## src/seg7_pkg.sv

```systemverilog
package seg7_pkg;

    // --------------------------------------------------
    // Board geometry and bus widths
    // --------------------------------------------------

    localparam int n_digits   = 8;
    localparam int scan_div   = 16;
    localparam int scan_cnt_w = $clog2(scan_div);

    typedef logic [3:0]            hex_t;
    typedef logic [7:0]            seg_t;
    typedef logic [6:0]            hex_pin_t;
    typedef logic [n_digits - 1:0] digit_sel_t;
    typedef logic [n_digits - 1:0] digit_mask_t;
    typedef hex_t [n_digits - 1:0] digit_vec_t;
    typedef logic [scan_cnt_w - 1:0] scan_cnt_t;
    typedef logic [3:0]            apb_addr_t;
    typedef logic [31:0]           apb_data_t;

    // --------------------------------------------------
    // Register map and reset values
    // --------------------------------------------------

    localparam apb_addr_t   addr_digits = 4'h0;
    localparam apb_addr_t   addr_dp     = 4'h4;
    localparam apb_addr_t   addr_blank  = 4'h8;
    localparam apb_addr_t   addr_ctrl   = 4'hC;

    localparam digit_vec_t  digits_rst  = '0;
    localparam digit_mask_t dp_rst      = '0;
    localparam digit_mask_t blank_rst   = '1;
    localparam logic        scan_en_rst = 1'b0;

    // Glyphs in abcdefgh order, decimal point left clear
    function automatic seg_t hex_to_seg(input hex_t value);
        case (value)
            4'h0: return 8'b1111_1100;
            4'h1: return 8'b0110_0000;
            4'h2: return 8'b1101_1010;
            4'h3: return 8'b1111_0010;
            4'h4: return 8'b0110_0110;
            4'h5: return 8'b1011_0110;
            4'h6: return 8'b1011_1110;
            4'h7: return 8'b1110_0000;
            4'h8: return 8'b1111_1110;
            4'h9: return 8'b1111_0110;
            4'hA: return 8'b1110_1110;
            4'hB: return 8'b0011_1110;
            4'hC: return 8'b1001_1100;
            4'hD: return 8'b0111_1010;
            4'hE: return 8'b1001_1110;
            default: return 8'b1000_1110;
        endcase
    endfunction

endpackage
```

## src/digit_cfg_if.sv

```systemverilog
`timescale 1ns/1ps

interface digit_cfg_if;

    // Hex value per digit, digit 0 in the low nibble
    seg7_pkg::digit_vec_t  digits;

    // Per-digit decimal point and blanking
    seg7_pkg::digit_mask_t dp_mask;
    seg7_pkg::digit_mask_t blank_mask;

    // Scanner runs only while set
    logic                  scan_en;

    // Register block side
    modport cfg_src (output digits, dp_mask, blank_mask, scan_en);

    // Scanner side
    modport cfg_dst (input digits, dp_mask, blank_mask, scan_en);

endinterface

```

## src/display_top.sv

```systemverilog
`timescale 1ns/1ps

module display_top
(
    input  logic                            clk,
    input  logic                            rst,

    input  logic                            psel,
    input  logic                            penable,
    input  logic                            pwrite,
    input  seg7_pkg::apb_addr_t             paddr,
    input  seg7_pkg::apb_data_t             pwdata,
    output seg7_pkg::apb_data_t             prdata,
    output logic                            pready,
    output logic                            pslverr,

    output seg7_pkg::hex_pin_t              hex0,
    output seg7_pkg::hex_pin_t              hex1,
    output seg7_pkg::hex_pin_t              hex2,
    output seg7_pkg::hex_pin_t              hex3,
    output seg7_pkg::hex_pin_t              hex4,
    output seg7_pkg::hex_pin_t              hex5,
    output seg7_pkg::hex_pin_t              hex6,
    output seg7_pkg::hex_pin_t              hex7,
    output logic [seg7_pkg::n_digits - 1:0] ledr
);

    // Dynamic display between scanner and latch
    seg7_pkg::seg_t       abcdefgh;
    seg7_pkg::digit_sel_t digit;

    digit_cfg_if u_cfg ();

    // --------------------------------------------------
    // Host registers
    // --------------------------------------------------

    apb_digit_regs u_regs
    (
        .clk     (clk),
        .rst     (rst),
        .psel    (psel),
        .penable (penable),
        .pwrite  (pwrite),
        .paddr   (paddr),
        .pwdata  (pwdata),
        .prdata  (prdata),
        .pready  (pready),
        .pslverr (pslverr),
        .cfg     (u_cfg.cfg_src)
    );

    // --------------------------------------------------
    // Scan and static conversion
    // --------------------------------------------------

    seg7_scanner u_scanner
    (
        .clk      (clk),
        .rst      (rst),
        .cfg      (u_cfg.cfg_dst),
        .abcdefgh (abcdefgh),
        .digit    (digit)
    );

    static_hex_latch u_latch
    (
        .clk      (clk),
        .rst      (rst),
        .abcdefgh (abcdefgh),
        .digit    (digit),
        .hex0     (hex0),
        .hex1     (hex1),
        .hex2     (hex2),
        .hex3     (hex3),
        .hex4     (hex4),
        .hex5     (hex5),
        .hex6     (hex6),
        .hex7     (hex7),
        .ledr     (ledr)
    );

endmodule

```

## src/static_hex_latch.sv

```systemverilog
`timescale 1ns/1ps

module static_hex_latch
(
    input  logic                          clk,
    input  logic                          rst,
    input  seg7_pkg::seg_t                abcdefgh,
    input  seg7_pkg::digit_sel_t          digit,
    output seg7_pkg::hex_pin_t            hex0,
    output seg7_pkg::hex_pin_t            hex1,
    output seg7_pkg::hex_pin_t            hex2,
    output seg7_pkg::hex_pin_t            hex3,
    output seg7_pkg::hex_pin_t            hex4,
    output seg7_pkg::hex_pin_t            hex5,
    output seg7_pkg::hex_pin_t            hex6,
    output seg7_pkg::hex_pin_t            hex7,
    output logic [seg7_pkg::n_digits - 1:0] ledr
);

    seg7_pkg::seg_t     hgfedcba;
    seg7_pkg::hex_pin_t hex_r [seg7_pkg::n_digits];

    // Segment a ends up in bit 0 for the HEX pins
    always_comb
    begin
        for (int i = 0; i < $bits(seg7_pkg::seg_t); i++)
            hgfedcba[i] = abcdefgh[$bits(seg7_pkg::seg_t) - 1 - i];
    end

    // --------------------------------------------------
    // Sticky flops, one set per digit
    // --------------------------------------------------

    always_ff @(posedge clk or posedge rst)
    begin
        if (rst)
        begin
            // Active low pins, so all dark
            for (int i = 0; i < seg7_pkg::n_digits; i++)
                hex_r[i] <= '1;
            ledr <= '0;
        end
        else
        begin
            for (int i = 0; i < seg7_pkg::n_digits; i++)
            begin
                if (digit[i])
                begin
                    hex_r[i] <= ~hgfedcba[6:0];
                    ledr[i]  <= hgfedcba[7];
                end
            end
        end
    end

    assign hex0 = hex_r[0];
    assign hex1 = hex_r[1];
    assign hex2 = hex_r[2];
    assign hex3 = hex_r[3];
    assign hex4 = hex_r[4];
    assign hex5 = hex_r[5];
    assign hex6 = hex_r[6];
    assign hex7 = hex_r[7];

endmodule

```

## src/seg7_scanner.sv

```systemverilog
`timescale 1ns/1ps

module seg7_scanner
(
    input  logic                 clk,
    input  logic                 rst,
    digit_cfg_if.cfg_dst         cfg,
    output seg7_pkg::seg_t       abcdefgh,
    output seg7_pkg::digit_sel_t digit
);

    seg7_pkg::scan_cnt_t  tick_cnt;
    logic                 tick;
    seg7_pkg::digit_sel_t next_sel;
    seg7_pkg::hex_t       next_val;
    logic                 next_dp;
    logic                 next_blank;
    seg7_pkg::seg_t       next_seg;

    // --------------------------------------------------
    // Scan rate divider
    // --------------------------------------------------

    always_ff @(posedge clk or posedge rst)
    begin
        if (rst)
            tick_cnt <= '0;
        else if (!cfg.scan_en || tick)
            tick_cnt <= '0;
        else
            tick_cnt <= tick_cnt + 1'b1;
    end

    assign tick = cfg.scan_en
               && (tick_cnt == seg7_pkg::scan_cnt_t'(seg7_pkg::scan_div - 1));

    // --------------------------------------------------
    // Next digit and its pattern
    // --------------------------------------------------

    always_comb
    begin
        // Start at digit 0 when idle, otherwise rotate up
        if (digit == '0)
            next_sel = seg7_pkg::digit_sel_t'(1);
        else
            next_sel = {digit[seg7_pkg::n_digits - 2:0], digit[seg7_pkg::n_digits - 1]};

        next_val   = '0;
        next_dp    = 1'b0;
        next_blank = 1'b0;

        for (int i = 0; i < seg7_pkg::n_digits; i++)
        begin
            if (next_sel[i])
            begin
                next_val   = cfg.digits[i];
                next_dp    = cfg.dp_mask[i];
                next_blank = cfg.blank_mask[i];
            end
        end
    end

    // Decimal point goes into h, bit 0
    assign next_seg = next_blank ? '0
                    : (seg7_pkg::hex_to_seg(next_val) | seg7_pkg::seg_t'(next_dp));

    // Pattern and select move together
    always_ff @(posedge clk or posedge rst)
    begin
        if (rst)
        begin
            digit    <= '0;
            abcdefgh <= '0;
        end
        else if (!cfg.scan_en)
        begin
            digit    <= '0;
            abcdefgh <= '0;
        end
        else if (tick)
        begin
            digit    <= next_sel;
            abcdefgh <= next_seg;
        end
    end

endmodule

```

## src/apb_digit_regs.sv

```systemverilog
`timescale 1ns/1ps

module apb_digit_regs
(
    input  logic                clk,
    input  logic                rst,
    input  logic                psel,
    input  logic                penable,
    input  logic                pwrite,
    input  seg7_pkg::apb_addr_t paddr,
    input  seg7_pkg::apb_data_t pwdata,
    output seg7_pkg::apb_data_t prdata,
    output logic                pready,
    output logic                pslverr,
    digit_cfg_if.cfg_src        cfg
);

    seg7_pkg::digit_vec_t  digits_r;
    seg7_pkg::digit_mask_t dp_r;
    seg7_pkg::digit_mask_t blank_r;
    logic                  scan_en_r;

    logic                  access;
    logic                  addr_ok;
    logic                  wr_en;
    seg7_pkg::apb_data_t   rd_mux;

    // --------------------------------------------------
    // Address decode
    // --------------------------------------------------

    assign access = psel && penable;

    always_comb
    begin
        case (paddr)
            seg7_pkg::addr_digits,
            seg7_pkg::addr_dp,
            seg7_pkg::addr_blank,
            seg7_pkg::addr_ctrl: addr_ok = 1'b1;
            default:             addr_ok = 1'b0;
        endcase
    end

    assign wr_en   = access && pwrite && addr_ok;

    // No wait states
    assign pready  = 1'b1;
    assign pslverr = access && !addr_ok;

    // --------------------------------------------------
    // Registers
    // --------------------------------------------------

    always_ff @(posedge clk or posedge rst)
    begin
        if (rst)
        begin
            digits_r  <= seg7_pkg::digits_rst;
            dp_r      <= seg7_pkg::dp_rst;
            blank_r   <= seg7_pkg::blank_rst;
            scan_en_r <= seg7_pkg::scan_en_rst;
        end
        else if (wr_en)
        begin
            case (paddr)
                seg7_pkg::addr_digits: digits_r  <= pwdata;
                seg7_pkg::addr_dp:     dp_r      <= pwdata[seg7_pkg::n_digits - 1:0];
                seg7_pkg::addr_blank:  blank_r   <= pwdata[seg7_pkg::n_digits - 1:0];
                default:               scan_en_r <= pwdata[0];
            endcase
        end
    end

    // --------------------------------------------------
    // Read back
    // --------------------------------------------------

    always_comb
    begin
        case (paddr)
            seg7_pkg::addr_digits: rd_mux = digits_r;
            seg7_pkg::addr_dp:     rd_mux = seg7_pkg::apb_data_t'(dp_r);
            seg7_pkg::addr_blank:  rd_mux = seg7_pkg::apb_data_t'(blank_r);
            seg7_pkg::addr_ctrl:   rd_mux = seg7_pkg::apb_data_t'(scan_en_r);
            default:               rd_mux = '0;
        endcase
    end

    // Only valid in a read access phase
    assign prdata = (access && !pwrite) ? rd_mux : '0;

    assign cfg.digits     = digits_r;
    assign cfg.dp_mask    = dp_r;
    assign cfg.blank_mask = blank_r;
    assign cfg.scan_en    = scan_en_r;

endmodule

```

## config.mk

```make
export PLATFORM = sky130hd
export DESIGN_NAME = display_top
export DESIGN_NICKNAME = d
export VERILOG_FILES = /design/src/seg7_pkg.sv /design/src/digit_cfg_if.sv /design/src/display_top.sv /design/src/static_hex_latch.sv /design/src/seg7_scanner.sv /design/src/apb_digit_regs.sv
export SDC_FILE = /design/constraint.sdc
export NUM_CORES = 1
export LEC_CHECK = 0
export BUFFER_PORTS_ARGS = -buffer_cell sky130_fd_sc_hd__buf_4
export CORE_UTILIZATION = 50
export CTS_CLUSTER_DIAMETER = 120
export DETAILED_ROUTE_END_ITERATION = 7
export PLACE_DENSITY = 0.77
export REMOVE_ABC_BUFFERS = 1
export SYNTH_ARGS = -nofsm -noshare
export SYNTH_HDL_FRONTEND = slang
export SYNTH_HIERARCHICAL = 1
export SYNTH_SLANG_ARGS = --single-unit
```

## constraint.sdc

```tcl
create_clock -name clk -period 2.59 [get_ports clk]
set_clock_uncertainty 0.1 [all_clocks]
set_input_delay 0.1295 -clock clk [delete_from_list [all_inputs] [get_ports clk]]
set_output_delay 0.1295 -clock clk [all_outputs]
set_load 0.03 [all_outputs]
```

* Word-level counts from Yosys, hierarchy flattened
Memory sizes are Yosys's and may differ from the RTL's.
Index checks and enable logic that the tools add are counted.
** Storage, ports and cells
- Register bits after elaboration :: 133
- Memory bits (read-only) :: 112
- Logic and storage cells :: 92
- Memories :: 1
** Memories
- (name not given) :: words 16, width 7, rd ports 1, clocked after memory_dff 0, wr ports 0, RTL line seg7_pkg.sv:37 : case (value)
** Operators by class
- Add/subtract/negate cells :: 1
- Eq/ne operators :: 5
- Mux-type cells :: 34
- Bitwise logic cells :: 3
- Reduce and logical (&&, ||, !) cells :: 18
** Operators with widths (number)
- 32-bit one-hot mux with 4 select lines :: 1
- 8-bit two-way mux :: 6
- 4-bit two-way mux :: 9
- 32-bit two-way mux :: 1
- 1-bit two-way mux :: 17
- 4-bit equality test, second input constant :: 3
- 8-bit zero test :: 1
- 8-bit by 1-bit bitwise OR with 8-bit output :: 1
- 2-bit AND reduction :: 4
- 7-bit inverter :: 1
- 1-bit logical AND :: 6
- 4-bit by 1-bit adder with 4-bit output, second input constant :: 1
- 4-bit by 3-bit equality test with 1-bit output, second input constant :: 1
- 4-bit zero test :: 1
- 4-bit OR reduction :: 1
- 1-bit zero test :: 3
- 3-bit OR reduction :: 1
- 2-bit by 1-bit inequality test with 1-bit output, second input constant :: 1
- 1-bit logical OR :: 1
- 1-bit inverter :: 1

* Depth between registers and ports, before layout
An unclocked memory read counts as a cell.
- Depth in word-level cells :: 15
- Depth in mapped cells :: 11

* Hierarchy
Netlist, hierarchy kept.
** By module, submodules not included
- static_hex_latch :: times used 1, cells each 200, area an instance 2473.6 um^2, sequential area each 1671.6 um^2
- apb_digit_regs :: times used 1, cells each 170, area an instance 2421.1 um^2, sequential area each 1236.2 um^2
- seg7_scanner :: times used 1, cells each 186, area an instance 1609.0 um^2, sequential area each 500.5 um^2

* Least setup slack after synthesis
No wires, ideal clock.
- Path kind :: register to register
- From :: register u_scanner.digit[2]
- To :: register u_scanner.abcdefgh[2]
- Arrival :: 2.240 ns
- Required time :: 2.395 ns
- Slack :: 0.154 ns
- Cell stages (with the launch flop) :: 11
- Path through :: dfrtp_1 > clkbuf_1 > buf_2 > o41ai_1 > a211oi_1 > o21ai_1 > inv_1 > ha_1 > mux2i_1 > nor2_1 > o31ai_1
** On the way
- Cells in the longest elaborated chain, start to end :: 15
- Elaborated cells on any way between the ends :: 23
- Classes of those cells :: 20 x mux; 1 x bitwise; 1 x reduce/logical; 1 x memory
** Ends and longest elaborated chain
- start: declaration :: RTL line seg7_scanner.sv:9 : output seg7_pkg::digit_sel_t digit
- start signal: assignment :: RTL line seg7_scanner.sv:83 : digit <= next_sel;
- 8-bit zero test :: RTL line seg7_scanner.sv:44 : if (digit == '0)
- 8-bit two-way mux (*) :: RTL line seg7_scanner.sv:44
- 4-bit two-way mux (8 in series) :: RTL line seg7_scanner.sv:55 : if (next_sel[i])
- memory read 16 x 7 bit
- 8-bit by 1-bit bitwise OR with 8-bit output :: RTL line seg7_scanner.sv:66 : : (seg7_pkg::hex_to_seg(next_val) | seg7_pkg::seg_t'(next_dp));
- 8-bit two-way mux (*) :: RTL line seg7_scanner.sv:65 : assign next_seg = next_blank ? '0
- 8-bit two-way mux (*) :: RTL line seg7_scanner.sv:81 : else if (tick)
- 8-bit two-way mux (*) :: RTL line seg7_scanner.sv:76 : else if (!cfg.scan_en)
- end signal: assignment :: RTL line seg7_scanner.sv:84 : abcdefgh <= next_seg;
- end: declaration :: RTL line seg7_scanner.sv:8 : output seg7_pkg::seg_t abcdefgh,
Mark *: on every way between the ends. The rest lies on a longest branch, timed or not. The select of a mux whose other input is x is not followed.
A chain may end at the register's enable or synchronous reset.

* Worst setup path after layout
- From :: register u_scanner.digit[4]
- To :: register u_scanner.abcdefgh[2]
Same word-level chain as after synthesis.

==> out/metrics.cfg <==
[status]
status = finished clean

[sta]
clock.fmax_mhz = 410
hold_ws_ps = 149
period_share_pct = 94.3
grt_setup_unrepaired = false
finalMaxSlewViolations = 0
min_period_ps = 2440
finalHoldViolCount = 0
setup_viol = 0
slew_headroom_pct = 34.0
worst_pin_slew_ps = 989
setup_tns_ps = 0

[min_path]
worstHoldEndpoint = u_regs/cfg.scan_en
hp-class = in2reg
hold_depth = 3
hold_start = paddr[3]

[critical_path]
worstPathRequired_ps = 2800
critPathCaptureType = flip-flop
ff2ff_path_depth = 9
reg2reg_to = u_scanner/abcdefgh[2]
crit_family = compound AO/OA/AOI/OAI gates
cpMaxStageDelayCell = dfrtp_1
cp_max_fo = 12
worstPathCellList = nor2b_1, a221oi_2, a2bb2oi_1, nand2_1, buf_4, ha_1, mux2i_1, nor2_1, o31ai_1
cp_data_arrival_time_ps = 2650
r2r_slack_ps = 150
crit_path_max_incr_delay_ps = 500
reg2reg_from = u_scanner/digit[4]
crit_buf_inv = 1
startpoint_type = flip-flop
crit_type = reg2reg

[run]
max_cap_violations = 0

[yosys]
synthCells = 556
synth_area_per_cell_um2 = 11.7
synth_ff_type = dfrtp_1
syn_area_mm2 = 0.00650
async_reset_ff_share_pct = 100
yosysUniqueCellTypes = 69
ys_seq_elements = 133
yosys_warnings = 6
ys_seq_area_share_pct = 52.4
synth_edf_count = 0

[drt]
vias = 5029
viasPerCell = 5.47
remaining_drc_errors = 0
drt_pass1_iterations = 5
wl_um = 17000
post_drt_wl_per_cell_um = 18.4
ant_nets = 0
drt_iter0_markers = 369

[pwr]
power_leakage_uw = 0.00404
power.total_uw = 5210
power_density_mw_per_mm2 = 604
peakVddDrop_uv = 400

[floorplan]
io_pins = 139
num_rows = 41
core_mm2 = 0.0127
die_height_um = 116
fp.dieW_um = 116
start_util_pct = 51.3
die_area_mm2 = 0.0135

[finish]
seqCellArea_mm2 = 0.00341
fin_nets = 783
fill_cells = 935
final_layout_size_suffix_gt1_share_pct = 44.8
fin_area_mm2 = 0.00863
multi_input_area_mm2 = 0.00272
finish.utilization_pct = 68.1
syn_to_final_growth_pct = 32.7
antenna_cells = 0

[grt]
met3_usage_pct = 6.28
grt_max_degree = 50
grt_pass1_vias = 5107
grt-ovfl-total = 0
use_met1_pct = 34.2
grt_pass1_wl_um = 26900
grt.total_usage_pct = 26.9
met2_usage_pct = 44.8
grt-busiest-layer = met2
antenna_found_initial = 0

[place]
globalplace.congestion = 0.945
hpwl_um = 11700
portBuffers = 137
placed_area_mm2 = 0.00769

[clock_tree]
post-cts-setup-buffers = 0
cts.clk_slew.worst_paths_ps = 60
root_buffer = clkbuf_16
cts_tree = yes
insertion_delay_ps = 420
clock_path_buffers = 2
cts-htree-levels = 4
cts-buffers-inserted = 17
cts_num_sinks = 133

## cell type report
| type | instances | share of cell area [%] |
|---|---|---|
| tap | 172 | 2.49 |
| multi-input combinational | 351 | 31.5 |
| inverter | 36 | 1.57 |
| clock buffer | 18 | 5.09 |
| timing repair buffer | 196 | 18.0 |
| sequential | 133 | 39.5 |
| clock inverter | 14 | 1.84 |
## synth_stat cells (2+ instances only)
cell type  number  share of area [%]
dfrtp_1        69                 27
dfstp_2        64                 26
nor2_1         56                3.2
a21oi_1        44                3.4
inv_1          36                2.1
mux2i_1        31                4.8
mux2_4         30                6.9
mux2_2         27                4.7
and2_1         25                2.4
nand2_1        22                1.3
clkbuf_1       13               0.75
buf_6          12                2.1
nor2b_1         8               0.77
ha_1            7                1.3
o21ai_0         7               0.54
a22o_1          6               0.81
buf_2           6               0.46
a2bb2oi_1       5               0.67
buf_4           5               0.58
nand3b_1        5               0.58
nor3b_1         4               0.46
o211ai_1        4               0.46
a221oi_1        3               0.40
and3_1          3               0.29
nand3_1         3               0.23
nor3_1          3               0.23
o21ai_1         3               0.23
o31ai_1         3               0.35
a211oi_1        2               0.23
a222oi_1        2               0.31
a31oi_1         2               0.19
nand2b_1        2               0.19
nand3_2         2               0.31
nand4_1         2               0.19
o221ai_1        2               0.27
o22ai_1         2               0.19
o311a_1         2               0.31
o41ai_1         2               0.27
or3_1           2               0.19
## metal layers
metal | up-vias | wire (um)
met4 | 0 | 342
met1 | 2470 | 7310
met2 | 222 | 8430
li1 | 2305 | -
met5 | - | 0
met3 | 32 | 891
## metrics by stage
step	instances	worst slack, ps
final	920	148
after global placement	855	244
after detailed placement	855	83.5
after CTS	920	75.5
after global routing	920	6.36
after floorplan	520	4.20
## worst min-delay path: stages
cell and delay [ps]:
buf_4 160, nand4_1 160, mux2_2 170
## layout by cell type (no fill, tap or decap), drive strengths merged, types with 4 or more instances in the layout
master,count
nand2,23
mux2,57
dlygate4sd3,33
a22o,6
buf,163
dfrtp,69
mux2i,31
nor2b,8
nor3b,5
ha,7
and2,25
dfstp,64
a2bb2oi,5
nor2,56
nor3,4
inv,37
o211ai,4
clkbuf,18
nand3,5
clkinv,7
o21ai,10
nand3b,5
a21oi,44
## cell families after synthesis
logic type,share of synthesized area (%)
AND/OR/NAND/NOR,11.8
flip-flops,52.4
AO/OA/AOI/OAI,11.5
multiplexers,16.7
buffers and inverters,5.94
adder cells (fa/ha/maj),1.35
XOR/XNOR,0.269
other,0.0577
## sequential cells by signal (all words and copies together), names as in the netlist
register               flops
u_latch/hex0               7
u_latch/hex1               7
u_latch/hex2               7
u_latch/hex3               7
u_latch/hex4               7
u_latch/hex5               7
u_latch/hex6               7
u_latch/hex7               7
u_latch/ledr               8
u_regs/cfg.blank_mask      8
u_regs/cfg.digits         32
u_regs/cfg.dp_mask         8
u_regs/cfg.scan_en         1
u_scanner/abcdefgh         8
u_scanner/digit            8
u_scanner/tick_cnt         4
## worst max-delay path by stage
stage	start	end	cells past startpoint
after floorplan	u_scanner/digit[6]	u_scanner/abcdefgh[1]	9
after global placement	u_scanner/digit[5]	u_scanner/abcdefgh[6]	9
after detailed placement	u_scanner/digit[5]	u_scanner/abcdefgh[2]	9
after CTS	u_scanner/digit[5]	u_scanner/abcdefgh[2]	9
after global routing	u_scanner/digit[4]	u_scanner/abcdefgh[2]	9
final	u_scanner/digit[4]	u_scanner/abcdefgh[2]	9
## power by group
group          internal [uW]  switching [uW]  leakage, uW
Sequential              2200             112      0.00159
Combinational            274             219      0.00216
Clock                   1530             879     0.000289
Total                   4000            1210      0.00404
## timing repair
| item | CTS | global route |
|---|---|---|
| setup endpoints to repair | 0 | 5 |
| hold endpoints to repair | 118 | 0 |
| gates resized for setup | 0 | 3 |
| hold buffers | 33 | 0 |
Power figures use the tool's default switching activity.
